`src/logic/gain_regs.svh`:
```
`ifndef GAIN_REGS_SVH
`define GAIN_REGS_SVH

// Word offsets within the block's register space
localparam int REG_GAIN_COEFF = 0;

`endif

```
`src/logic/gain_pkg.sv`:
```
package gain_pkg;

  // ------------------------------
  // Data path types
  // ------------------------------
  // Sample time, counts items
  typedef logic [63:0] timestamp_t;

  // Complex item, real part in upper half, imaginary part in lower half
  typedef logic [31:0] sample_t;

  // Complex coefficient, same ordering, each part Q1.14
  typedef logic [31:0] coeff_t;

  // One real or imaginary part
  typedef logic signed [15:0] part_t;

  // ------------------------------
  // Fixed-point constants
  // ------------------------------
  localparam int COEFF_FRAC_BITS = 14;

  // 1.0 + 0.0j
  localparam coeff_t COEFF_UNITY = {16'sh4000, 16'sh0000};

  // Saturation limits of one output part
  localparam part_t PART_MAX = 16'sh7fff;
  localparam part_t PART_MIN = 16'sh8000;

  // Queued coefficient command
  typedef struct packed {
    coeff_t     coeff;
    logic       timed;
    timestamp_t ts;
  } gain_cmd_t;

endpackage

```
`src/logic/complex_mult.sv`:
```
`timescale 1ns/1ps

module complex_mult
  import gain_pkg::*;
(
  input  logic    clk,
  input  logic    rst,
  input  logic    stb_in,
  input  sample_t sample,
  input  coeff_t  coeff,
  output sample_t product,
  output logic    stb_out
);
  part_t              s_re;
  part_t              s_im;
  part_t              c_re;
  part_t              c_im;
  logic signed [31:0] p_rr;
  logic signed [31:0] p_ii;
  logic signed [31:0] p_ri;
  logic signed [31:0] p_ir;
  logic signed [32:0] sum_re;
  logic signed [32:0] sum_im;
  logic [2:0]         stb_pipe;

  // Drop the fraction bits, then clamp to the part range
  function automatic part_t saturate(input logic signed [32:0] value);
    logic signed [32:0] shifted;
    shifted = value >>> COEFF_FRAC_BITS;
    if (shifted > PART_MAX) begin
      return PART_MAX;
    end else if (shifted < PART_MIN) begin
      return PART_MIN;
    end
    return shifted[15:0];
  endfunction

  // Real part in the upper half
  assign s_re = sample[31:16];
  assign s_im = sample[15:0];
  assign c_re = coeff[31:16];
  assign c_im = coeff[15:0];

  // ------------------------------
  // Three stage data pipeline
  // ------------------------------
  always_ff @(posedge clk) begin
    // Stage one, partial products
    p_rr <= s_re * c_re;
    p_ii <= s_im * c_im;
    p_ri <= s_re * c_im;
    p_ir <= s_im * c_re;
    // Stage two, one extra bit covers the sum
    sum_re <= p_rr - p_ii;
    sum_im <= p_ri + p_ir;
    // Stage three, scale and saturate
    product <= {saturate(sum_re), saturate(sum_im)};
  end

  // Strobe follows the data stages
  always_ff @(posedge clk) begin
    if (rst) begin
      stb_pipe <= '0;
    end else begin
      stb_pipe <= {stb_pipe[1:0], stb_in};
    end
  end

  assign stb_out = stb_pipe[2];

endmodule

```
`config.mk`:
```
export PLATFORM = sky130hd
export DESIGN_NAME = complex_mult
export DESIGN_NICKNAME = d
export VERILOG_FILES = /design/src/logic/gain_regs.svh /design/src/logic/gain_pkg.sv /design/src/logic/complex_mult.sv
export SDC_FILE = /design/constraint.sdc
export NUM_CORES = 2
export LEC_CHECK = 0
export ABC_AREA = 0
export ABC_CLOCK_PERIOD_IN_PS = 14200
export BUFFER_PORTS_ARGS = -buffer_cell sky130_fd_sc_hd__buf_2
export CORE_MARGIN = 1.5
export CORE_UTILIZATION = 45
export CTS_CLUSTER_DIAMETER = 100
export DETAILED_ROUTE_END_ITERATION = 8
export SLEW_MARGIN = 40
export SYNTH_ARGS = -nofsm -noshare
export SYNTH_HDL_FRONTEND = slang
export SYNTH_SLANG_ARGS = --single-unit
```
`constraint.sdc`:
```
create_clock -name clk -period 14.2 [get_ports clk]
set_input_delay 3.55 -clock clk [delete_from_list [all_inputs] [get_ports clk]]
set_output_delay 3.55 -clock clk [all_outputs]
set_load 0.05 [all_outputs]
```
# Word-level counts from Yosys, hierarchy flattened
# Cells that the tools add are included.
[totals] inputBits=67 latch_bits=0 memories=0 ram_bits=0 register_bits=229 out_inout_bits=33 romBits=0
[classes] eq_ne=0 multipliers=4 muxes=10 n_div=0 n_lt_le_gt_ge=4 reduce_logical=0 n_addsub=2 shifts=0 n_bitwise=0
[ops] op="multiplier 16 x 16 -> 32 bit" count=4
[ops] op="2-to-1 mux 16 bit" count=6
[ops] op="> comparator 19 x 16 -> 1 bit (second input constant)" count=2
[ops] op="less-than comparator 19 x 16 -> 1 bit (second input constant)" count=2
[ops] op="adder 32 x 32 -> 33 bit" count=1
[ops] op="subtractor 32 x 32 -> 33 bit" count=1
[ops] op="2-to-1 mux 1 bit" count=4

# Longest topological paths before layout
[logic_depth] word_depth=4 ltp_mapped=24 mapped_depth_nobuf=22

# Worst setup path before layout
# OpenSTA, ideal clock, no wires.
[synth_path] path_kind="input -> register" start="input port sample[31]" end="register p_rr[30]" stages=20 arrival_time_ns=9.208 t_required_ns=14.128 n_path_buf=1 setup_slack_ns=4.919 path_cell_list="clkbuf_1 > nand2_1 > inv_1 > fa_1 > fa_1 > fa_1 > fa_1 > fa_1 > inv_1 > fa_1 > inv_1 > ha_1 > a21o_1 > a21o_1 > or2_2 > a211o_1 > o311a_1 > a211o_1 > a21oi_1 > xnor2_1"
[synth_via] elab_chain_cells=1
[synth_lines] element="start: declaration" line="complex_mult.sv:9" text="input sample_t sample,"
[synth_lines] element="multiplier 16 x 16 -> 32 bit" line="complex_mult.sv:49" text="p_rr <= s_re * c_re;"
[synth_lines] element="end signal: assignment" line="complex_mult.sv:49"
[synth_lines] element="end: declaration" line="complex_mult.sv:18" text="logic signed [31:0] p_rr;"
# Every way passes these cells.
# A chain may end at the register's enable or synchronous reset.

# Worst setup path after layout
[layout_path] start="input port coeff[31]" end="register p_rr[31]"
[layout_via] elab_chain_cells=1
[layout_lines] element="start: declaration" line="complex_mult.sv:10" text="input coeff_t coeff,"
[layout_lines] element="multiplier 16 x 16 -> 32 bit" line="complex_mult.sv:49"
# Every way passes these cells.

==> impl_metrics.csv <==
group,metric,value,unit
synth,ys_types,74,
worst_setup_path,worstPathArrival,10.67,ns
synth,ys_async_sr_fraction,0,
placed_design,dp_hpwl,79300,um
placed_design,placed_area,47500,um2
floorplan,rows,117,
min_path,hp-class,"reg2reg",
run_status,outcome,"completed",
worst_setup_path,slowest_delay,0.63,ns
clock_tree,holdBufCountCts,0,
synth,yosys.area.top_type,"fa_1",
synth,synth_flop_cell,"dfxtp_1",
synth,synth_edf_count,0,
synth,synth-seq-cells,201,
routing,wl_per_cell,16.3,um
sta,relSlewSlack,0.324,
routing,postRouteAntennaNets,0,
clock_tree,post_cts_buffers,0,
clock_tree,cts_tree,"yes",
sta,holdWs,0.387,ns
routing,drt_iter0_markers,1608,
global_routing,grt_start_max_net_pins,33,
sta,drv_slew,0,
clock_tree,cts-buffers-inserted,25,
worst_setup_path,path_common_cell,"fa_1",
worst_setup_path,slowest_stage,"clkinv_1",
global_routing,grt_pass1_vias,32998,
finish,drive_gt1_frac,0.0375,
global_routing,antenna_found_initial,10,
finish,finalNetCount,6373,
routing,firstDrtPassIters,5,
finish,fill_cells,9829,
synth,synth_common_cells,"inv_1, fa_1, nand2_1",
flow_run,cap_violations,0,
synth,syn_area,46000,um2
sta,setup_viol,0,
routing,routed_wl,102000,um
finish,finalInstanceArea,48300,um2
synth,ys_seq_area_frac,0.0876,
floorplan,die_area,104000,um2
finish,fin_util,0.476,
global_routing,grt.total_usage,0.210,
synth,synth_top_area_share,0.457,
sta,max_freq,98.4,MHz
sta,rsz0062_at_grt,"false",
synth,synth_nets,6433,
clock_tree,post_cts_resized,0,
synth,synth.top_cells.by_area,"fa_1, ha_1, inv_1, dfxtp_1, and2_1",
sta,tightest_slew,1.01,ns
floorplan,coreArea,101000,um2
floorplan,dieHeight,323,um
sta,finalSetupTns,0,ns
synth,ys_warn_count,0,
floorplan,io_pins,100,
sta,fin_crit,10.17,ns
placed_design,io_buffers,99,
routing,vias,31220,
floorplan,die_w,323,um
clock_tree,cts-htree-levels,1,
routing,top_layer_used,"met5",
routing,via_per_inst,4.99,
sta,fin_skew,0.0104,ns
placed_design,gp_congestion,0.820,
worst_setup_path,crit_path_max_fanout,15,
clock_tree,clock-root-buffer,"clkbuf_16",
routing,routed-wl-met3,5960,um
clock_tree,cts_buffer_depth,3,
finish,area_delta_synth_final,5.11,%
floorplan,initial_core_util,0.453,
synth,synthMostInstantiatedCell,"inv_1",
worst_setup_path,end_kind,"flop",
routing,wl_met2,45900,um
sta,fin_crit_sh,0.716,
clock_tree,clkSinkCount,201,
synth,avgSynthCellArea,9.33,um2
routing,wl_met1,47500,um
sta,timing_hold_violations_final,0,
worst_setup_path,startpoint_type,"primary input",
clock_tree,cts.reportedPaths.clkPinSlew,0.06,ns
synth,synth_cells,4928,
global_routing,gr-total-overflow,0,
clock_tree,clk_latency,0.56,ns
worst_setup_path,crit_required,14.70,ns
worst_setup_path,worst-setup-path-type,"in2reg",
worst_setup_path,path_cells,"buf_2, clkinv_1, buf_4, nor2_1, fa_1, fa_1, fa_1, fa_1, fa_1, inv_1, fa_1, inv_1, ha_1, o21a_1, o21a_1, nand3_1, o211ai_1, nand3_1, a31oi_1, a211oi_1, o21bai_1, xnor2_1",
global_routing,grt_pass1_wl,173000,um
routing,drc,0,
-- cells by family after synthesis --
family | after synthesis | share of synthesized area
compound gates | 434 | 0.0626
xor+xnor | 168 | 0.0320
fa+ha+maj | 1438 | 0.563
buf+inv | 1387 | 0.113
flops | 201 | 0.0876
mux | 1 | 0.000245
simple gates | 1299 | 0.142
-- critical path: cells and delay by family --
| kind | cells | cell delay, ns |
|---|---|---|
| fa+ha+maj | 7 | 3.26 |
| compound gates | 6 | 1.68 |
| buf+inv | 5 | 1.50 |
| simple gates | 3 | 0.52 |
| xor+xnor | 1 | 0.12 |
-- path summary, 6_finish.rpt --
path              slack [ns]  cells past startpoint       start          end
setup / recovery        4.03                     22   coeff[31]     p_rr[31]
hold / removal          0.39                      0  sum_im[32]  product[15]
setup reg to reg       10.86                     10     p_ri[9]   sum_im[27]
hold reg to reg         0.39                      0  sum_im[32]  product[15]
-- state kept, by name, summed over array words and instances, names as in the netlist --
register	cells
p_ri	32
p_ir	32
stb_pipe	3
sum_im	19
product	32
sum_re	19
p_ii	32
p_rr	32
-- routing by layer --
| layer | vias up | track usage |
|---|---|---|
| li1 | 14442 | - |
| met1 | 15986 | 0.310 |
| met2 | 696 | 0.327 |
| met3 | 88 | 0.0274 |
| met4 | 8 | 0.0513 |
| met5 | - | 0 |
-- metrics by stage --
| step | worst slack (ns) | std cells |
|---|---|---|
| 2_1_floorplan | 4.92 | 4928 |
| 3_3_place_gp | 3.64 | 6209 |
| 3_5_place_dp | 3.62 | 6209 |
| 4_1_cts | 4.20 | 6251 |
| 5_1_grt | 3.72 | 6253 |
| 6_report | 4.03 | 6255 |
-- cell type report --
type | count | area, um2 | share of cell area
diodes | 4 | 10.0 | 0.000207
clock buffers | 33 | 686 | 0.0142
clock inverters | 9 | 60.1 | 0.00124
inverters | 1181 | 4430 | 0.0918
multi-input cells | 3340 | 36700 | 0.760
flip-flops and latches | 201 | 4020 | 0.0833
well taps | 1368 | 1710 | 0.0354
repair buffers | 119 | 651 | 0.0135
-- cell usage in the layout, fill, tap and decap left out, types with 97 or more instances in the layout --
cell,instances
a21oi_1,120
and2_1,509
buf_2,97
dfxtp_1,201
fa_1,1048
ha_1,390
inv_1,1180
nand2_1,516
nor2_1,118
xnor2_1,126
Power is not shown: default switching activity piles up to over one toggle a cycle in this logic, so the estimate is an artifact.
