--- src/logic/gain_regs.svh ---
`ifndef GAIN_REGS_SVH
`define GAIN_REGS_SVH

// Word offsets within the block's register space
localparam int REG_GAIN_COEFF = 0;

`endif

--- src/logic/gain_pkg.sv ---
package gain_pkg;

  // ------------------------------
  // Data path types
  // ------------------------------
  // Sample time, counts items
  typedef logic [63:0] timestamp_t;

  // Complex item, real part in upper half, imaginary part in lower half
  typedef logic [31:0] sample_t;

  // Complex coefficient, same ordering, each part Q1.14
  typedef logic [31:0] coeff_t;

  // One real or imaginary part
  typedef logic signed [15:0] part_t;

  // ------------------------------
  // Fixed-point constants
  // ------------------------------
  localparam int COEFF_FRAC_BITS = 14;

  // 1.0 + 0.0j
  localparam coeff_t COEFF_UNITY = {16'sh4000, 16'sh0000};

  // Saturation limits of one output part
  localparam part_t PART_MAX = 16'sh7fff;
  localparam part_t PART_MIN = 16'sh8000;

  // Queued coefficient command
  typedef struct packed {
    coeff_t     coeff;
    logic       timed;
    timestamp_t ts;
  } gain_cmd_t;

endpackage

--- src/logic/coeff_queue.sv ---
`timescale 1ns/1ps

module coeff_queue
  import gain_pkg::*;
#(
  parameter int QUEUE_DEPTH = 4
) (
  input  logic      clk,
  input  logic      rst,
  input  logic      push,
  input  gain_cmd_t push_cmd,
  output logic      full,
  input  logic      pop,
  output gain_cmd_t head_cmd,
  output logic      not_empty
);
  localparam int PTR_W = (QUEUE_DEPTH > 1) ? $clog2(QUEUE_DEPTH) : 1;
  localparam int CNT_W = $clog2(QUEUE_DEPTH + 1);

  gain_cmd_t        mem [QUEUE_DEPTH];
  logic [PTR_W-1:0] wr_ptr;
  logic [PTR_W-1:0] rd_ptr;
  logic [CNT_W-1:0] count;
  logic             do_push;
  logic             do_pop;

  // Wrap at the last entry, depth need not be a power of two
  function automatic logic [PTR_W-1:0] next_ptr(input logic [PTR_W-1:0] ptr);
    if (ptr == PTR_W'(QUEUE_DEPTH - 1)) begin
      return '0;
    end
    return ptr + 1'b1;
  endfunction

  assign full      = (count == CNT_W'(QUEUE_DEPTH));
  assign not_empty = (count != '0);
  // Push on full and pop on empty have no effect
  assign do_push   = push && !full;
  assign do_pop    = pop && not_empty;
  // Head is visible without a read strobe
  assign head_cmd  = mem[rd_ptr];

  // Storage
  always_ff @(posedge clk) begin
    if (do_push) begin
      mem[wr_ptr] <= push_cmd;
    end
  end

  // Pointers and occupancy
  always_ff @(posedge clk) begin
    if (rst) begin
      wr_ptr <= '0;
      rd_ptr <= '0;
      count  <= '0;
    end else begin
      if (do_push) begin
        wr_ptr <= next_ptr(wr_ptr);
      end
      if (do_pop) begin
        rd_ptr <= next_ptr(rd_ptr);
      end
      case ({do_push, do_pop})
        2'b10:   count <= count + 1'b1;
        2'b01:   count <= count - 1'b1;
        default: count <= count;
      endcase
    end
  end

endmodule

--- config.mk ---
export PLATFORM = sky130hd
export DESIGN_NAME = coeff_queue
export DESIGN_NICKNAME = d
export VERILOG_FILES = /design/src/logic/gain_regs.svh /design/src/logic/gain_pkg.sv /design/src/logic/coeff_queue.sv
export SDC_FILE = /design/constraint.sdc
export NUM_CORES = 1
export LEC_CHECK = 0
export CAP_MARGIN = 0
export CORE_MARGIN = 1
export CORE_UTILIZATION = 40
export CTS_CLUSTER_DIAMETER = 80
export DETAILED_ROUTE_END_ITERATION = 8
export DONT_BUFFER_PORTS = 1
export SYNTH_ARGS = -nofsm -noshare
export SYNTH_HDL_FRONTEND = slang
export SYNTH_SLANG_ARGS = --single-unit
--- constraint.sdc ---
create_clock -name clk -period 2.4 [get_ports clk]
set_input_delay 0.24 -clock clk [delete_from_list [all_inputs] [get_ports clk]]
set_output_delay 0.24 -clock clk [all_outputs]
set_load 0.01 [all_outputs]
# [Word level (Yosys, flattened, before mapping)]
# Memories as Yosys holds them, arrays and structs flattened. A register that Yosys moved wholly into a read port is not among the register bits.
# Index checks and enable logic that the tools add are counted.
[classes] add_sub_neg=4 mul=0 div=0 order_cmp=0 n_eq_ne=5 n_shift=0 muxes=15 bitwise_logic=0 n_reduce_logical=5
[op_table] operator="$mux 2" count=6
[op_table] operator="$mux 1" count=8
[op_table] operator="$eq 2x2->1 const B" count=3
[op_table] operator="$pmux 3 s2" count=1
[op_table] operator="$add 2x1->2 const B" count=2
[op_table] operator="$add 3x1->3 const B" count=1
[op_table] operator="$eq 3x3->1 const B" count=1
[op_table] operator="$reduce_bool 3->1" count=1
[op_table] operator="$sub 3x1->3 const B" count=1
[op_table] operator="$eq 2x1->1 const B" count=1
[op_table] operator="$logic_and 1x1->1" count=2
[op_table] operator="$reduce_bool 2->1" count=1
[op_table] operator="$logic_not 1->1" count=1
[word_totals] regBits=7 latch_bits=0 ramBits=388 mem_bits_ro=0 input_bits=101 out_inout_bits=99 elab_cells=33 memories=1
[mem_list] name="mem" words=4 word_bits=97 read_ports=1 rd_clocked_by_memory_dff=1 wr=1 line_no="coeff_queue.sv:20" source="gain_cmd_t mem [QUEUE_DEPTH];"

# [Logic depth before layout (Yosys ltp)]
[depth] depth_word=7 depth_mapped=10 ltp_nobuf=9

# [Worst setup path before layout]
# OpenSTA, ideal clock, no wires.
[synth_path] path_kind="register to register" from="register count[2]" to="register count[2]" setup_time_ns=0.070 t_arrival_ns=2.279 required_time_ns=2.330 setup_slack_ns=0.051 stages_incl_launch_ff=11 path_buffers=1 synth_period_minus_slack_ns=2.349 path_cell_list="dfxtp_1 or3b_1 clkbuf_2 and2_4 inv_1 ha_1 inv_1 fa_1 xor2_1 or3_2 a21oi_1"
[synth_via] elab_chain_len=5 elab_cells_between_ends=11 cone_classes="add/sub: 2; eq/ne: 3; mux: 1; reduce/logical: 5"
[synth_rtl] item="from (decl)" line_no="coeff_queue.sv:23" source="logic [CNT_W-1:0] count;"
[synth_rtl] item="from (signal assigned)" line_no="coeff_queue.sv:64" source="2'b10: count <= count + 1'b1;"
[synth_rtl] item="from (signal assigned)" line_no="coeff_queue.sv:65" source="2'b01: count <= count - 1'b1;"
[synth_rtl] item="from (signal assigned)" line_no="coeff_queue.sv:66" source="default: count <= count;"
[synth_rtl] item="$eq 3x3->1" line_no="coeff_queue.sv:35" source="assign full = (count == CNT_W'(QUEUE_DEPTH));"
[synth_rtl] item="$logic_not 1->1" line_no="coeff_queue.sv:38" source="assign do_push = push && !full;"
[synth_rtl] item="$logic_and 1x1->1" line_no="coeff_queue.sv:38"
[synth_rtl] item="$eq 2x1->1 / $eq 2x2->1 (equally long branches)" line_no="coeff_queue.sv:63" source="case ({do_push, do_pop})"
[synth_rtl] item="$pmux 3 s2 / $reduce_bool 2->1 (equally long branches)"
# Parallel ways exist; a longest one is shown, timed or not.
# A chain may end at the register's enable or synchronous reset.

# [Worst setup path after layout]
[layout_path] from="register count[0]" to="register count[2]"
# The elaborated chain is that of the path after synthesis.

==> metrics <==
status finished clean; WL final 26,390 um; setup slack after layout 0.07137 ns; async set-reset flop share out of synthesis 0%; post-synth net total 669; crit share post-route 97.03%; critical path arrival 2.79 ns; Die Span X 192.2 um; vias in the first global route 6,755; Die ar. 0.03693 mm^2; Synth Cell Area 0.01447 mm^2; RSZ-0062 raised after global routing false; layout cells sized above 1 25.52%; final std cells w/o fill 1,190; CP Class register to register; worst slew pin tran 0.8630 ns; grt ovf 0; root buffer cell clkbuf_16; final hold vios 0; Logic pwr share 17.7%; type of the worst min-delay path primary input to register; GR Util All Layers 14.62%; initial antenna violation count 4; GP Congestion 0.7120; CP max FO 5; detailed placer's ending HPWL 15,580 um; TritonCTS Sinks 397; first-pass GRT wire length 39,810 um; Worst EP required 2.87 ns; largest area contributor in the netlist edfxtp_1; initial core utilization 40.67%; # IOs 200; fmax 429.4 MHz; Post-synth top cells 388 x edfxtp_1, 97 x mux4_2, 11 x buf_2, 9 x dfxtp_1, 8 x inv_1; clk_skew 0.01227 ns; core box area 0.03557 mm^2; NumNets Final 804; total number of H-tree levels 2; DRT Pass-1 Iters 4; Max rail drop VDD 0.5575 mV; Netlist cell types 26; CTS buffer count 40; Final Setup Violations 0; via/cell ratio 5.171; Sw Pwr 4.384 mW; top-count cell post-synth edfxtp_1; Ys Warns 0; Critical Path End Type register; Post-synth EDFFs 388; CTS tree built; Row Count 69; Via Count 6,153; ANT nets after route 0; DRC 0; crit start category register; pwr dens 1013 mW/mm^2; clk buf depth 3; # Max-Cap Violations 0; Leak 5.456 nW; Die Ht 192.2 um; Clk Latency, worst-skew pair 0.54 ns; WL per Instance 22.18 um; sequential share of power 48.1%; clock group share of total power 34.2%; sw frac 24.81%; sequential area share after synthesis 81.79%; count of input and output buffers 0; Synth Area per Inst 25.79 um^2; top cell type's share of synthesized area 80.54%; clk slew on worst S/H paths 0.06 ns; Worst slew margin 42.47%; Primary FF master, synth edfxtp_1; Tmin final 2.329 ns; Pwr Total 17.67 mW; Int Power 13.29 mW; pre-CTS setup slack -0.01790 ns; First DRT Iteration DRCs 389; #FFs+latches synth 397; DP Cell Count 1,012; largest net degree at the start of global routing 76; area delta synth->final 20.62%; Final Slew Violations 0; Area contributors post-synth edfxtp_1 81%, mux4_2 15%, dfxtp_1 1.2%; Mapped Cells 561
[flip-flops by register name (all words and copies together), names as in the netlist, named ones only]
name and count:
count 3, wr_ptr 2, mem 388, rd_ptr 2
[layout make-up]
class,instances,area (um^2)
Fill cell,2821,18120
Sequential cell,397,11840
Multi-Input combinational cell,132,2489
Timing Repair Buffer,117,1221
Clock buffer,49,1066
Tap cell,461,576.8
Clock inverter,22,215.2
Inverter,8,30.03
Antenna cell,4,10.01
[logic make-up after synthesis]
group | Yosys count | share of synthesized area [%]
flip-flops | 397 | 81.79
multiplexers | 98 | 15.17
buffers and inverters | 32 | 1.194
AND/OR/NAND/NOR | 17 | 0.7092
AO/OA/AOI/OAI | 8 | 0.3633
adder cells (fa/ha/maj) | 7 | 0.6573
XOR/XNOR | 2 | 0.1211
[power groups by stage]
stage,sequential (mW),combinational [mW],clock (mW)
after floorplan,8.58,2.33,0
after global placement,8.61,2.93,0
after detailed placement,8.66,2.98,0
after CTS,8.51,3.22,6.21
after global routing,8.56,3.39,6.45
final,8.50,3.12,6.04
[final timing paths]
| check | start | endpoint | slack [ns] | cells after the start |
|---|---|---|---|---|
| setup / recovery | count[0]$_SDFFE_PP0P_ | count[2]$_SDFFE_PP0P_ | 0.07 | 9 |
| hold / removal | pop | register | 0.12 | 4 |
| setup reg to reg | count[0]$_SDFFE_PP0P_ | count[2]$_SDFFE_PP0P_ | 0.07 | 9 |
| hold reg to reg | rd_ptr[0]$_SDFFE_PP0P_ | register | 0.52 | 2 |
[per-layer routing]
| metal | routed length (um) | part of all wire [%] | up-vias | GRT usage, % |
|---|---|---|---|---|
| li1 | - | - | 2683 | - |
| met1 | 10170 | 39 | 3228 | 17.45 |
| met2 | 13430 | 51 | 196 | 24.76 |
| met3 | 2070 | 7.8 | 46 | 4.239 |
| met4 | 721 | 2.7 | 0 | 5.996 |
| met5 | 0 | 0 | - | 0 |
[cells in the final DEF (no fill, tap or decap), drive strengths merged]
cell type / instances
clkinv: 14
o21ai: 1
clkinvlp: 3
fa: 1
edfxtp: 388
mux4: 97
diode: 4
and3: 4
nor2: 4
dfxtp: 9
o31ai: 2
ha: 6
nand2: 1
or3: 3
or3b: 1
bufinv: 4
nand3: 2
and2: 1
xor2: 2
buf: 15
nor3: 1
inv: 9
mux2i: 1
clkbuf: 49
a21o: 1
a21oi: 4
dlygate4sd3: 102
[through the flow]
| step | setup TNS [ns] | area (um^2) | hold slack [ns] | util (%) |
|---|---|---|---|---|
| after floorplan | 0 | 14470 | 0.3389 | - |
| after global placement | 0 | 15120 | 0.3110 | 42.50 |
| after detailed placement | -0.01790 | 15120 | 0.3204 | 42.50 |
| after CTS | 0 | 17420 | 0.06645 | 48.99 |
| after global routing | 0 | 17450 | 0.1326 | 49.05 |
| final | 0 | 17450 | 0.1202 | 49.06 |
[worst max-delay path, stage by stage (launching register included)]
cell and delay [ns]:
dfxtp_2 0.35, or3b_4 0.41, and2_4 0.17, inv_1 0.05
ha_2 0.18, inv_1 0.05, fa_2 0.33, xor2_1 0.15
or3_2 0.43, a21oi_2 0.15
[what timing repair did]
action                                 CTS  global route
gates resized for setup                  3             3
buffers inserted                         0             1
setup endpoints to repair                1             1
hold buffers                           102             0
pin swaps                                1             1
endpoints found under the hold margin  397             0
(Power assumes the default switching activity.)
