===== config.mk =====
export PLATFORM = sky130hd
export DESIGN_NAME = gain_ctrl_regs
export DESIGN_NICKNAME = d
export VERILOG_FILES = /design/src/logic/gain_pkg.sv /design/src/logic/ctrl_port_pkg.sv /design/src/logic/gain_ctrl_regs.sv
export VERILOG_INCLUDE_DIRS = /design/src /design/src/logic
export SDC_FILE = /design/constraint.sdc
export NUM_CORES = 1
export LEC_CHECK = 0
export BUFFER_PORTS_ARGS = -buffer_cell sky130_fd_sc_hd__buf_2
export CORE_MARGIN = 8
export CORE_UTILIZATION = 30
export CTS_CLUSTER_DIAMETER = 60
export DETAILED_ROUTE_END_ITERATION = 8
export PLACE_DENSITY = 0.64
export SYNTH_ARGS = -nofsm -noshare
export SYNTH_HDL_FRONTEND = slang
export SYNTH_SLANG_ARGS = --single-unit

===== constraint.sdc =====
create_clock -name clk -period 7.7 [get_ports clk]
set_input_delay 0.385 -clock clk [delete_from_list [all_inputs] [get_ports clk]]
set_output_delay 0.385 -clock clk [all_outputs]
set_load 0.1 [all_outputs]

===== src/logic/gain_regs.svh =====
`ifndef GAIN_REGS_SVH
`define GAIN_REGS_SVH

// Word offsets within the block's register space
localparam int REG_GAIN_COEFF = 0;

`endif


===== src/logic/gain_pkg.sv =====
package gain_pkg;

  // ------------------------------
  // Data path types
  // ------------------------------
  // Sample time, counts items
  typedef logic [63:0] timestamp_t;

  // Complex item, real part in upper half, imaginary part in lower half
  typedef logic [31:0] sample_t;

  // Complex coefficient, same ordering, each part Q1.14
  typedef logic [31:0] coeff_t;

  // One real or imaginary part
  typedef logic signed [15:0] part_t;

  // ------------------------------
  // Fixed-point constants
  // ------------------------------
  localparam int COEFF_FRAC_BITS = 14;

  // 1.0 + 0.0j
  localparam coeff_t COEFF_UNITY = {16'sh4000, 16'sh0000};

  // Saturation limits of one output part
  localparam part_t PART_MAX = 16'sh7fff;
  localparam part_t PART_MIN = 16'sh8000;

  // Queued coefficient command
  typedef struct packed {
    coeff_t     coeff;
    logic       timed;
    timestamp_t ts;
  } gain_cmd_t;

endpackage


===== src/logic/ctrl_port_pkg.sv =====
package ctrl_port_pkg;

  // ------------------------------
  // Control port field widths
  // ------------------------------
  typedef logic [19:0] ctrl_addr_t;
  typedef logic [31:0] ctrl_data_t;

  // Response status codes
  typedef enum logic [1:0] {
    CTRL_STS_OKAY    = 2'd0,
    CTRL_STS_CMD_ERR = 2'd1,
    CTRL_STS_TSF_ERR = 2'd2,
    CTRL_STS_WARNING = 2'd3
  } ctrl_status_e;

  // Single cycle request, optionally carrying an execution time
  typedef struct packed {
    logic                 wr;
    logic                 rd;
    ctrl_addr_t           addr;
    ctrl_data_t           data;
    logic                 has_time;
    gain_pkg::timestamp_t req_time;
  } ctrl_req_t;

  // Response, valid while ack is high
  typedef struct packed {
    logic         ack;
    ctrl_status_e status;
    ctrl_data_t   data;
  } ctrl_resp_t;

endpackage


===== src/logic/gain_ctrl_regs.sv =====
`timescale 1ns/1ps

module gain_ctrl_regs
  import ctrl_port_pkg::*;
  import gain_pkg::*;
#(
  parameter int BASE_ADDR = 0
) (
  input  logic       clk,
  input  logic       rst,
  input  ctrl_req_t  ctrl_req,
  output ctrl_resp_t ctrl_resp,
  input  coeff_t     active_coeff,
  output logic       push,
  output gain_cmd_t  push_cmd,
  input  logic       full
);
  `include "gain_regs.svh"

  // Byte address of the coefficient register, registers are 32-bit words
  localparam ctrl_addr_t COEFF_ADDR = ctrl_addr_t'(BASE_ADDR + 4 * REG_GAIN_COEFF);

  logic coeff_hit;
  logic push_done;

  // Other addresses are ignored entirely
  assign coeff_hit = (ctrl_req.addr == COEFF_ADDR);
  // Queue accepts the pending command this cycle
  assign push_done = push && !full;

  // ------------------------------
  // Pending command payload
  // ------------------------------
  always_ff @(posedge clk) begin
    if (ctrl_req.wr && coeff_hit) begin
      push_cmd.coeff <= ctrl_req.data;
      push_cmd.timed <= ctrl_req.has_time;
      // Untimed commands apply at the next strobe regardless of time
      push_cmd.ts    <= ctrl_req.has_time ? ctrl_req.req_time : '0;
    end
  end

  // ------------------------------
  // Push strobe and responses
  // ------------------------------
  always_ff @(posedge clk) begin
    if (rst) begin
      push      <= 1'b0;
      ctrl_resp <= '0;
    end else begin
      // Responses last a single cycle
      ctrl_resp <= '0;

      // Write ack follows acceptance by the queue
      if (push_done) begin
        push             <= 1'b0;
        ctrl_resp.ack    <= 1'b1;
        ctrl_resp.status <= CTRL_STS_OKAY;
      end

      // Command held until the queue has room
      if (ctrl_req.wr && coeff_hit) begin
        push <= 1'b1;
      end

      // Reads answer one cycle after the request
      if (ctrl_req.rd && coeff_hit) begin
        ctrl_resp.ack <= 1'b1;
        if (ctrl_req.has_time) begin
          // Timed reads are not supported
          ctrl_resp.status <= CTRL_STS_CMD_ERR;
          ctrl_resp.data   <= '0;
        end else begin
          ctrl_resp.status <= CTRL_STS_OKAY;
          ctrl_resp.data   <= active_coeff;
        end
      end
    end
  end

endmodule


# Yosys cells after proc, flatten, opt, wreduce, memory -nomap -nowiden
# Cells that the tools add are included.
dict set report word_totals {
  reg_bits 133
  in_bits 154
  output_inout_bits 133
  elab_cells 20
}
dict set report classes {
  n_mux 5
  n_bitwise 1
  n_reduce_logical 7
}
# operator count
set ops {}
lappend ops {{two-way mux 35 bit} 1}
lappend ops {{two-way mux 33 bit} 1}
lappend ops {{logical NOT 20 bit} 1}
lappend ops {{logical AND 1 bit} 3}
lappend ops {{two-way mux 3 bit} 1}
lappend ops {{OR reduction 3 bit} 1}
lappend ops {{two-way mux 1 bit} 2}
lappend ops {{nonzero test 2 bit} 1}
lappend ops {{logical NOT 1 bit} 1}
lappend ops {{inverter 1 bit} 1}

# Longest topological paths before layout
dict set report depth {
  depth_word 4
  mapped_depth 4
  ltp_nobuf 3
}

# Least setup slack after synthesis
# No wires, ideal clock.
dict set report synth_path {
  path_kind {input to register}
  from {in ctrl_req[110] (netlist bit)}
  to {reg push_cmd[0] (netlist bit), enable pin}
  arrival_ns 5.195
  t_required_ns 7.146
  path_slack_ns 1.952
  cell_stages 4
  cell_sequence {nor4_2 nand3_4 buf_6 nor2_1}
}
dict set report synth_between {
  elab_chain_len 2
}
# item line
set synth_lines {}
lappend synth_lines {{start, declared} gain_ctrl_regs.sv:11} ;# input ctrl_req_t ctrl_req,
lappend synth_lines {{logical NOT 20 bit} gain_ctrl_regs.sv:27} ;# assign coeff_hit = (ctrl_req.addr == COEFF_ADDR);
lappend synth_lines {{logical AND 1 bit} gain_ctrl_regs.sv:35} ;# if (ctrl_req.wr && coeff_hit) begin
lappend synth_lines {{end, declared} gain_ctrl_regs.sv:15} ;# output gain_cmd_t push_cmd,
# Every way passes these cells.
# A chain may end at the register's enable or synchronous reset.

# Worst setup path after layout
dict set report layout_path {
  from {in ctrl_req[110] (netlist bit)}
  to {reg push_cmd[63] (netlist bit), enable pin}
}
# Same word-level chain as after synthesis.

==> flow_metrics.py <==
metrics = {
    "worst_setup_path": {
        "r2r-start": "push",
        "reg2reg_depth": 2,
        "rrSetupSlack_ns": 7.12,
        "crit_end": "push_cmd[63]",
        "cp_num_cells": 5,
        "critPathMaxStageDelay_ns": 0.95,
        "critPathBufInv": 2,
        "cp-startpoint": "ctrl_req[110]",
        "worstPathMaxFanout": 63,
        "worstPathArrival_ns": 3.26,
        "critPathKind": "primary input to flop",
        "worstSetupStartpointType": "primary input",
        "end_kind": "flop",
        "crit_slowest_cell": "nor2_4",
        "cp_cell_sequence": "buf_2 > nor4_2 > nand3_4 > nor2_4 > buf_4",
        "critical-path-top-delay-family": "simple AND/OR/NAND/NOR gates",
        "timing.rr.end": "push",
        "cp.required_ns": 7.73,
    },
    "sta": {
        "worst_slack_ns": 4.46,
        "final_max_slew_viol_count": 0,
        "setup_viol": 0,
        "min_period_ns": 3.24,
        "worstMarginPinSlew_ns": 1.03,
        "fmax_mhz": 309,
        "period_share_pct": 42.0,
        "relSlewSlack_pct": 31.4,
        "clock_skew_ns": 0.0000557,
        "whs_ns": 0.156,
        "rsz0062_at_grt": "false",
        "hold_viol_final": 0,
        "tns_ns": 0,
    },
    "pwr": {
        "power_density_nw_per_um2": 232,
        "p_leak_nw": 2.90,
        "p_total_mw": 1.63,
        "ir_drop_mv": 0.134,
    },
    "clock_network": {
        "cts.repair.resized": 0,
        "cts_sinks": 132,
        "cts_hold_buf": 0,
        "path_clk_slew_ns": 0.06,
        "htree_levels": 4,
        "cts_tree": "yes",
        "cts_root_buf": "clkbuf_16",
        "cts_setup_buffers": 0,
        "numCtsBuffers": 17,
        "clk_latency_ns": 0.40,
        "cts_buffer_depth": 2,
    },
    "drt": {
        "post_drt_wl_per_cell_um": 16.5,
        "dr_wl_met3_um": 1470,
        "drc_errors": 0,
        "highest_layer": "met4",
        "post_drt_via_cell_ratio": 4.17,
        "first_pass_iters": 6,
        "drtAntennaViolNets": 0,
        "dr_total_vias": 3387,
        "wl_met1_um": 4600,
        "wl_met2_um": 7140,
        "drt_iter0_markers": 103,
        "routed_wl_um": 13400,
    },
    "placement": {
        "gp_congestion": 0.850,
        "place_area_um2": 6430,
        "dp_cells": 781,
        "dp_hpwl_um": 10400,
        "io_buffer_count": 285,
        "place_ws_ns": 4.02,
    },
    "finish": {
        "nNetsFinal": 738,
        "syn_to_final_growth_pct": 45.1,
        "final_area_um2": 7020,
        "mostFrequentLayoutCell": "buf_2",
        "final_cell_mix": "284 x buf_2, 97 x edfxtp_1, 64 x and2_1",
        "fin_util_pct": 44.4,
        "diodes": 0,
        "fin_cells": 812,
        "drive_above_1_share_pct": 59.2,
    },
    "global_routing": {
        "grt_max_degree": 99,
        "track_usage_pct": 12.6,
        "grt-ovfl-total": 0,
        "grt_pass1_vias": 3681,
        "antenna_found_initial": 0,
        "grt_first_pass_wirelength_um": 19700,
    },
    "floorplanning": {
        "die_x_um": 143,
        "fp.dieH_um": 143,
        "initial_core_util_pct": 30.6,
        "fp.coreArea_um2": 15800,
        "die_area_um2": 20400,
        "ioPinCount": 287,
        "fp-row-count": 46,
    },
    "synth": {
        "syn_inst": 297,
        "netlist-cell-type-count": 21,
        "synth_nets": 451,
        "yosysSeqAreaShare_pct": 74.7,
        "syn_avg_cell_area_um2": 16.3,
        "yosysWarningCount": 0,
        "netlist_area_um2": 4840,
        "ys_ff_latch": 132,
    },
    "worst_hold_path": {
        "hold_class": "primary input to flop",
        "hold_path.startpoint": "ctrl_req[65]",
    },
    "run_status": {
        "status": "complete, no violations",
    },
    "job": {
        "cap_viol_max_count": 0,
    },
}
[sequential cells by signal (all words and copies together), names as in the netlist]
register and flops:
push 1, ctrl_resp 34, push_cmd 97
[synthesized netlist by cell type]
| master | count | area share [%] |
|---|---|---|
| edfxtp_1 | 97 | 60 |
| and2_1 | 64 | 8.3 |
| dfxtp_1 | 35 | 14 |
| inv_1 | 33 | 2.6 |
| nor4_2 | 30 | 7.8 |
| clkbuf_1 | 9 | 0.70 |
| buf_6 | 6 | 1.4 |
| nor4_4 | 4 | 1.8 |
| nor4_1 | 3 | 0.39 |
| buf_2 | 2 | 0.21 |
| nand3b_1 | 2 | 0.31 |
| nor2_1 | 2 | 0.16 |
| o21ai_0 | 2 | 0.21 |
| buf_4 | 1 | 0.16 |
| conb_1 | 1 | 0.078 |
| nand2_1 | 1 | 0.078 |
| nand3_1 | 1 | 0.10 |
| nand3_4 | 1 | 0.36 |
| nand4_1 | 1 | 0.13 |
| nand4b_4 | 1 | 0.49 |
| nor3_2 | 1 | 0.21 |
[power breakdown]
part,internal (mW),switching (mW)
clock network,0.505,0.291
registers,0.762,0.000000151
logic,0.0383,0.0324
total,1.31,0.323
[worst register-to-register path, cell delays in order (launching register included)]
cell and delay [ns]:
dfxtp_1 0.32, nand3b_1 0.08, o21ai_0 0.07
[final cells by class]
class | instances | area [µm²]
clock inverters | 14 | 163
flip-flops and latches | 132 | 3610
clock buffers | 17 | 425
repair buffers | 286 | 1440
well taps | 216 | 270
multi-input cells | 114 | 990
inverters | 33 | 124
fillers | 1466 | 8810
[worst min path at each step]
stage / end / slack, ns / depth (start not counted)
after floorplan: push_cmd[64] / 0.48 / 0
after global placement: ctrl_resp[34] / 0.48 / 2
after detailed placement: ctrl_resp[34] / 0.48 / 2
after CTS: push_cmd[65] / 0.13 / 1
after global routing: push_cmd[92] / 0.13 / 1
final: push_cmd[65] / 0.16 / 1
[cells by family (layout without fill, tap and decap cells)]
group / Yosys count / after routing / share of synthesized area [%]
other cells: 1 / 1 / 0.0775
flops: 132 / 132 / 74.7
buf+inv: 51 / 350 / 5.02
simple gates: 111 / 111 / 20.0
compound gates: 2 / 2 / 0.207
[per-layer routing]
metal  vias up  GRT usage (%)
met5         -              0
met4         0           5.20
met3        12           5.38
met2       175           22.7
met1      1587           12.5
li1       1613              -
Note: power is estimated with default switching activity, not from simulation.
