<file path="config.mk">
export PLATFORM = sky130hd
export DESIGN_NAME = gain_scheduler
export DESIGN_NICKNAME = d
export VERILOG_FILES = /design/src/logic/gain_regs.svh /design/src/logic/gain_pkg.sv /design/src/logic/gain_scheduler.sv
export SDC_FILE = /design/constraint.sdc
export NUM_CORES = 1
export LEC_CHECK = 0
export BUFFER_PORTS_ARGS = -buffer_cell sky130_fd_sc_hd__buf_2
export CAP_MARGIN = 20
export CORE_AREA = 2 2 152 154
export DETAILED_ROUTE_END_ITERATION = 10
export DIE_AREA = 0 0 154 156
export GPL_TIMING_DRIVEN = 1
export PLACE_DENSITY = 0.84
export SLEW_MARGIN = 10
export SYNTH_ARGS = -nofsm -noshare
export SYNTH_HDL_FRONTEND = slang
export SYNTH_SLANG_ARGS = --single-unit
</file>
<file path="constraint.sdc">
create_clock -name clk -period 16.75 [get_ports clk]
set_input_delay 4.1875 -clock clk [delete_from_list [all_inputs] [get_ports clk]]
set_output_delay 4.1875 -clock clk [all_outputs]
set_load 0.05 [all_outputs]
</file>
<file path="src/logic/gain_regs.svh">
`ifndef GAIN_REGS_SVH
`define GAIN_REGS_SVH

// Word offsets within the block's register space
localparam int REG_GAIN_COEFF = 0;

`endif

</file>
<file path="src/logic/gain_pkg.sv">
package gain_pkg;

  // ------------------------------
  // Data path types
  // ------------------------------
  // Sample time, counts items
  typedef logic [63:0] timestamp_t;

  // Complex item, real part in upper half, imaginary part in lower half
  typedef logic [31:0] sample_t;

  // Complex coefficient, same ordering, each part Q1.14
  typedef logic [31:0] coeff_t;

  // One real or imaginary part
  typedef logic signed [15:0] part_t;

  // ------------------------------
  // Fixed-point constants
  // ------------------------------
  localparam int COEFF_FRAC_BITS = 14;

  // 1.0 + 0.0j
  localparam coeff_t COEFF_UNITY = {16'sh4000, 16'sh0000};

  // Saturation limits of one output part
  localparam part_t PART_MAX = 16'sh7fff;
  localparam part_t PART_MIN = 16'sh8000;

  // Queued coefficient command
  typedef struct packed {
    coeff_t     coeff;
    logic       timed;
    timestamp_t ts;
  } gain_cmd_t;

endpackage

</file>
<file path="src/logic/gain_scheduler.sv">
`timescale 1ns/1ps

module gain_scheduler
  import gain_pkg::*;
#(
  parameter int NIPC = 2
) (
  input  logic                clk,
  input  logic                rst,
  input  logic                data_in_stb,
  input  sample_t [NIPC-1:0]  data_in,
  input  timestamp_t          timestamp,
  input  gain_cmd_t           head_cmd,
  input  logic                not_empty,
  output logic                pop,
  output coeff_t              active_coeff,
  output coeff_t  [NIPC-1:0]  item_coeff,
  output sample_t [NIPC-1:0]  item_data,
  output logic                item_stb
);
  // Time of the last item in the current strobe, relative to its first
  localparam timestamp_t LAST_OFFSET = timestamp_t'(NIPC - 1);

  if (NIPC < 1 || NIPC > 8 || (NIPC & (NIPC - 1)) != 0) begin : gen_nipc_check
    $error("NIPC must be a power of two from 1 to 8");
  end

  logic            head_due;
  logic [NIPC-1:0] use_new;

  // ------------------------------
  // Due test on the queue head
  // ------------------------------
  // Untimed heads are always due
  // Timed heads are due once their time falls within this strobe or earlier
  assign head_due = !head_cmd.timed || (head_cmd.ts <= timestamp + LAST_OFFSET);

  // At most one entry per strobe
  assign pop = data_in_stb && not_empty && head_due;

  // Item alignment inside the strobe
  always_comb begin
    for (int i = 0; i < NIPC; i++) begin
      // Items before the head time keep the old coefficient
      use_new[i] = pop && (!head_cmd.timed ||
                           (timestamp + timestamp_t'(i) >= head_cmd.ts));
    end
  end

  // ------------------------------
  // Active coefficient
  // ------------------------------
  always_ff @(posedge clk) begin
    if (rst) begin
      active_coeff <= COEFF_UNITY;
      item_stb     <= 1'b0;
    end else begin
      item_stb <= data_in_stb;
      if (pop) begin
        active_coeff <= head_cmd.coeff;
      end
    end
  end

  // ------------------------------
  // Coefficient and data alignment
  // ------------------------------
  // One register stage, items and coefficients travel together
  always_ff @(posedge clk) begin
    if (data_in_stb) begin
      item_data <= data_in;
      for (int i = 0; i < NIPC; i++) begin
        item_coeff[i] <= use_new[i] ? head_cmd.coeff : active_coeff;
      end
    end
  end

endmodule

</file>
Word-level counts from Yosys, hierarchy flattened:

Cells that the tools add are included.

* flip-flop bits (word level): 161
* input port bits: 229
* logic and storage cells: 20

* add/sub/neg operators: 1
* magnitude comparators: 3
* mux-type cells: 2
* reduce and logical (&&, ||, !) cells: 8

Operator list (count)
* $ge 64x64->1: 2
* $add 64x1->64 const B: 1
* $le 64x64->1: 1
* $mux 32: 2
* $logic_and 1x1->1: 4
* $logic_or 1x1->1: 3
* $logic_not 1->1: 1

Depth between registers and ports, before layout:

Gate-level depths: netlist (run 1).

* depth in word-level cells: 6
* depth in mapped cells: 18

Least setup slack after synthesis (run 1):

OpenSTA, ideal clock, no wires.

* path kind: input port to output port
* start: input port timestamp[20]
* end: output port pop
* arrival time: 7441 ps
* slack: 5121 ps
* stages: 16
* path buffers: 1
* path through: and4_1 > nand4_1 > nor3_1 > nand3_1 > nor2_4 > nand2_1 > nor3_1 > xor2_1 > ha_1 > nand4_1 > nor4_2 > and4_1 > a21boi_1 > o41ai_2 > o211ai_4 > buf_6

* cells in the longest elaborated chain, start to end: 4

RTL lines
* start, declared: RTL line gain_scheduler.sv:12 `input timestamp_t timestamp,`
* $add 64x1->64: RTL line gain_scheduler.sv:36 `assign head_due = !head_cmd.timed || (head_cmd.ts <= timestamp + LAST_OFFSET);`
* $le 64x64->1: RTL line gain_scheduler.sv:36
* $logic_or 1x1->1: RTL line gain_scheduler.sv:36
* $logic_and 1x1->1: RTL line gain_scheduler.sv:39 `assign pop = data_in_stb && not_empty && head_due;`
* end, declared: RTL line gain_scheduler.sv:15 `output logic pop,`

Every way passes these cells.

Final worst setup path (run 1):

* start: input port timestamp[19]
* end: output port pop

The elaborated chain is that of the path after synthesis.

==> results.json, run 1 <==
{
  "outcome": "completed",
  "ys_ff_latch": 161,
  "gr-total-overflow": 0,
  "grt_pass1_vias": 7865,
  "syn_area_per_cell_um2": 11.59,
  "drtIter0Drc": 533,
  "fmax_ghz": 0.07592,
  "hold_ws_ps": 596.4,
  "synthDistinctLibCells": 53,
  "dieArea_mm2": 0.02402,
  "grt_pass1_wl_um": 43930,
  "avgRoutedWirePerCell_um": 19.24,
  "synth_area_mm2": 0.009738,
  "ant_nets": 0,
  "min_period_over_period_pct": 78.64,
  "maxSlewViolCount": 0,
  "root_buffer": "clkbuf_16",
  "core_mm2": 0.02237,
  "clk_pin_slew_ps": 70,
  "post-cts-setup-buffer-count": 0,
  "ir_worst_vdd_mv": 0.07217,
  "htreeDepth": 4,
  "synthFlopType": "edfxtp_1",
  "setup_viol": 0,
  "maxSlewHeadroom_pct": 37.22,
  "first_pass_iters": 8,
  "p_leak_nw": 6.086,
  "die_y_um": 156,
  "place_hpwl_um": 24540,
  "cts_buffers": 17,
  "nets": 1601,
  "cts_resized": 0,
  "met3_length_um": 2403,
  "via_per_inst": 5.238,
  "portBuffers": 390,
  "pwr_density_cell_mw_per_mm2": 91.11,
  "gp_congestion": 0.9734,
  "io_pins": 391,
  "tns_ps": 0,
  "final_common_cell": "buf_2",
  "wl_met1_um": 11760,
  "place_area_mm2": 0.01202,
  "rows": 55,
  "start_kind": "input port",
  "drive_above_1_share_pct": 39.33,
  "cts_tree": "built",
  "min_path_type": "register to register",
  "cap_violations": 0,
  "vias": 8092,
  "clock_latency_ps": 420,
  "postCtsHoldBufs": 0,
  "layout_common_cells": "buf_2 (389), ha_1 (129), edfxtp_1 (128), inv_1 (76), nand2_1 (51)",
  "grt_max_degree": 71,
  "dp.cells": 1509,
  "instances_no_fill": 1545,
  "fin_skew_ps": 8.252,
  "wl_met2_um": 14360,
  "period_minus_slack_ps": 13170,
  "yosysSeqAreaShare_pct": 46.25,
  "tightest_slew_ps": 941.7,
  "crit_path_end_kind": "output pin",
  "worst_ep_required_time_ps": 12560,
  "cts_max_path_buffers": 2,
  "synthCells": 840,
  "syn_to_final_growth_pct": 29.83,
  "worst_ep_arrival_time_ps": 8980,
  "rsz0062_at_grt": "false",
  "cp_max_fo": 34,
  "route.detailed.drc": 0,
  "critPathKind": "input port to output pin",
  "wl_um": 29720,
  "synth_edf_count": 128,
  "hold_viol": 0,
  "top_layer": "met5",
  "syn_nets": 1198,
  "antenna_found_initial": 7,
  "grt_util_all_layers_pct": 24.03,
  "finalInstanceArea_mm2": 0.01264,
  "cts_sinks": 161,
  "initial_core_util_pct": 43.54,
  "die_x_um": 154,
  "yosysWarnings": 0,
  "async_reset_ff_share_pct": 0
}
## worst paths after layout
check | start | endpoint | slack [ps] | depth (start not counted)
setup / recovery | timestamp[19] | pop | 3580 | 18
hold / removal | active_coeff[25]$_SDFFE_PP0P_ | item_coeff[25]$_DFFE_PP_ | 600 | 1
setup reg to reg | active_coeff[30]$_SDFFE_PP1P_ | active_coeff[30]$_SDFFE_PP1P_ | 15760 | 2
hold reg to reg | active_coeff[25]$_SDFFE_PP0P_ | item_coeff[25]$_DFFE_PP_ | 600 | 1
## synthesized netlist by cell type (all sizes together) (20+ instances only)
cell | n | share of area [%]
xor2 | 20 | 1.8
nand3 | 40 | 2.1
dfxtp | 33 | 6.8
ha | 129 | 17
inv | 76 | 2.9
nor2 | 34 | 1.4
nand2 | 51 | 2.0
edfxtp | 128 | 39
o21ai | 22 | 1.2
mux2 | 64 | 8.5
nor2b | 36 | 2.3
nand4 | 29 | 1.9
xnor2 | 42 | 3.8
a21oi | 41 | 2.1
## worst max-delay path, stage by stage
cell      delay [ps]
buf_2            150
and4_1           280
nand4_1          230
nor3_1           520
nand3_1          260
nor2_1           330
nand2_1          220
nor2_1           180
xor2_1            80
ha_1             280
nand4_1          160
nor4_2           370
and4_1           280
a21boi_1         220
o41ai_2          110
o211ai_4         100
buf_4            600
buf_2            390
## per-layer routing
metal	GRT usage, %	vias up
met3	6.472	68
li1	-	3899
met4	10.41	4
met2	41.21	355
met1	28.46	3766
met5	0	-
## where the power goes
group / internal, mW / switching, mW
combinational: 0.0907 / 0.193
sequential: 0.463 / 0.0106
clock: 0.215 / 0.179
total: 0.769 / 0.383
## per-stage QoR
stage | utilization (%) | total power, mW | setup WS, ps
2_1_floorplan | - | 0.6656 | 5121
3_3_place_gp | 53.72 | 0.7597 | 3817
3_5_place_dp | 53.72 | 0.7654 | 3628
4_1_cts | 56.49 | 1.159 | 3594
5_1_grt | 56.52 | 1.197 | 3129
6_report | 56.53 | 1.152 | 3579
## registers in the layout, summed over array words and instances, names as in the netlist
register,count
item_stb,1
item_coeff,64
item_data,64
active_coeff,32
## layout make-up
cell class	count	area [um^2]
Antenna cell	4	10.01
Multi-Input combinational cell	593	4885
Inverter	76	285.3
Timing Repair Buffer	394	1984
Clock buffer	17	425.4
Sequential cell	161	4504
Tap cell	285	356.6
Clock inverter	15	192.7
Fill cell	1904	9722
## cell families (layout without fill, tap and decap cells)
family / count (synthesis) / after routing / synth area share (%)
buffers and inverters: 86 / 502 / 3.662
xor gates and xnor gates: 62 / 62 / 5.576
muxes: 64 / 64 / 8.519
AOI/OAI and AO/OA: 104 / 104 / 6.836
DFF: 161 / 161 / 46.25
other: 0 / 4 / 0
and+or+nand+nor: 234 / 234 / 12.58
adders and majority gates: 129 / 129 / 16.57
Note: power is estimated with default switching activity, not from simulation.
==> inputs of run 2 (changes only) <==
- CORE_AREA: 2 2 152 154 -> 2 2 151 153
- DIE_AREA: 0 0 154 156 -> 0 0 153 155
- PLACE_DENSITY: 0.84 -> 0.88
- clock period: 16.75 -> 11.48 ns (I/O delays scaled with it)
==> run 2 against run 1 <==
  * First-iteration DRC count decreased by 9.2%
  * Design area about the same
  * Via count increased by 0.75%
  * Sequential power increased by 46%
  * Utilization increased by 0.40 points
  * Critical endpoint unchanged
  * Power increased by 47%
  * Routed wire length decreased by 2.0%
  * Largest power group unchanged
  * Critical path depth decreased by 2
==> results.json, run 2 (synthesis results as in run 1) <==
{
  "outcome": "completed",
  "root_buffer": "clkbuf_16",
  "antenna_found_initial": 7,
  "grt_pass1_wl_um": 43510,
  "via_per_inst": 5.277,
  "vias": 8153,
  "dieArea_mm2": 0.02372,
  "worst_ep_arrival_time_ps": 6990,
  "p_leak_nw": 6.096,
  "crit_buf_inv": 2,
  "rows": 55,
  "maxSlewHeadroom_pct": 34.58,
  "core_mm2": 0.02223,
  "grt_max_degree": 78,
  "reg2regPathDepth": 2,
  "avgRoutedWirePerCell_um": 18.86,
  "post-cts-setup-buffer-count": 0,
  "clk_pin_slew_ps": 70,
  "cts_resized": 0,
  "fmax_ghz": 0.1014,
  "largestRegisters": "item_coeff: 64 flops, item_data: 64 flops, active_coeff: 32 flops",
  "start_kind": "input port",
  "die_y_um": 155,
  "period_minus_slack_ps": 9863,
  "grt_pass1_vias": 8113,
  "cts_buffers": 17,
  "ant_nets": 0,
  "cts_max_path_buffers": 2,
  "portBuffers": 390,
  "cp.depth": 16,
  "n_fill_cell": 1834,
  "route.detailed.drc": 0,
  "maxSlewViolCount": 0,
  "initial_core_util_pct": 43.81,
  "tightest_slew_ps": 981.3,
  "path_cells": "buf_2 > nand3_1 > nor3_1 > nand3_1 > nor2_4 > nand2_1 > nor3_1 > xor2_1 > ha_1 > nand4_1 > nor4_2 > and4_1 > a21boi_1 > o41ai_2 > o211ai_4 > buf_2",
  "grt_util_all_layers_pct": 23.58,
  "layout_common_cells": "buf_2 (389), ha_1 (129), edfxtp_1 (128), inv_1 (76), nand2_1 (51)",
  "wl_um": 29140,
  "nets": 1600,
  "setup_viol": 0,
  "grt_util_met2_pct": 41.06,
  "met1_usage_pct": 28.55,
  "critPathKind": "input port to output pin",
  "max_stage_delay_ps": 710,
  "postCtsHoldBufs": 0,
  "final_common_cell": "buf_2",
  "cp_max_fo": 7,
  "cts_tree": "built",
  "gp_congestion": 0.8929,
  "first_pass_iters": 4,
  "cts_sinks": 161,
  "tns_ps": 0,
  "cap_violations": 0,
  "crit_path_end_kind": "output pin",
  "rsz0062_at_grt": "false",
  "gr-total-overflow": 0,
  "worst_ep_required_time_ps": 8610,
  "min_period_over_period_pct": 85.91,
  "place_hpwl_um": 23780,
  "cp_slowest_cell": "nor3_1",
  "grt-busiest-layer": "met2",
  "hold_ws_ps": 589.1,
  "crit_family": "simple AND/OR/NAND/NOR gates",
  "hold_viol": 0,
  "die_x_um": 153,
  "pwr_density_cell_mw_per_mm2": 134.0,
  "io_pins": 391,
  "use_met3_pct": 5.905,
  "drive_above_1_share_pct": 39.28,
  "ir_worst_vdd_mv": 0.07859,
  "min_path_type": "register to register",
  "syn_to_final_growth_pct": 29.95,
  "hold_depth": 1,
  "clock_latency_ps": 420,
  "drtIter0Drc": 484,
  "htreeDepth": 4,
  "fin_skew_ps": 10.36
}
-- run 2: cell count changes in the layout (fill, tap and decap cells not counted) --
cell / before / now
clkinvlp_4: 2 / 0
diode_2: 4 / 5
inv_8: 5 / 6
clkinv_4: 2 / 3
buf_6: 0 / 1
clkinv_8: 4 / 3
inv_6: 1 / 0
inv_12: 0 / 2
buf_4: 5 / 3
-- run 2: area by class of cell --
cell class | instances | area [um^2] | share of cell area, %
tap | 285 | 356.6 | 2.818
clock inverter | 15 | 205.2 | 1.622
sequential | 161 | 4504 | 35.59
timing repair buffer | 393 | 1981 | 15.65
inverter | 76 | 285.3 | 2.254
multi-input combinational | 593 | 4885 | 38.60
antenna | 5 | 12.51 | 0.09887
clock buffer | 17 | 425.4 | 3.362
-- run 2: metal layers --
layer  wire length, um  share of wire [%]
met2             14270                 49
met4               807                2.8
met5                13              0.045
met3              2257                7.7
met1             11790                 40
-- run 2: path summary, 6_finish.rpt --
kind	from	to	slack, ps
max reg2reg	active_coeff[30]$_SDFFE_PP1P_	active_coeff[30]$_SDFFE_PP1P_	10510
min reg2reg	active_coeff[0]$_SDFFE_PP0P_	item_coeff[0]$_DFFE_PP_	590
max	timestamp[2]	pop	1620
min	active_coeff[0]$_SDFFE_PP0P_	item_coeff[0]$_DFFE_PP_	590
-- run 2: through the flow --
step | area, um^2 | std cells | setup slack [ps] | util, % | power, mW
final | 12650 | 1545 | 1617 | 56.93 | 1.696
after global routing | 12650 | 1543 | 1274 | 56.91 | 1.762
after CTS | 12640 | 1540 | 1643 | 56.88 | 1.707
after detailed placement | 12010 | 1508 | 1647 | 54.04 | 1.114
after global placement | 12010 | 1508 | 1841 | 54.04 | 1.103
after floorplan | 9738 | 840 | 2486 | - | 0.9711
-- run 2: power by group --
group,switching (mW),internal (mW)
Clock,0.271,0.320
Combinational,0.282,0.133
Sequential,0.0143,0.675
Total,0.568,1.13
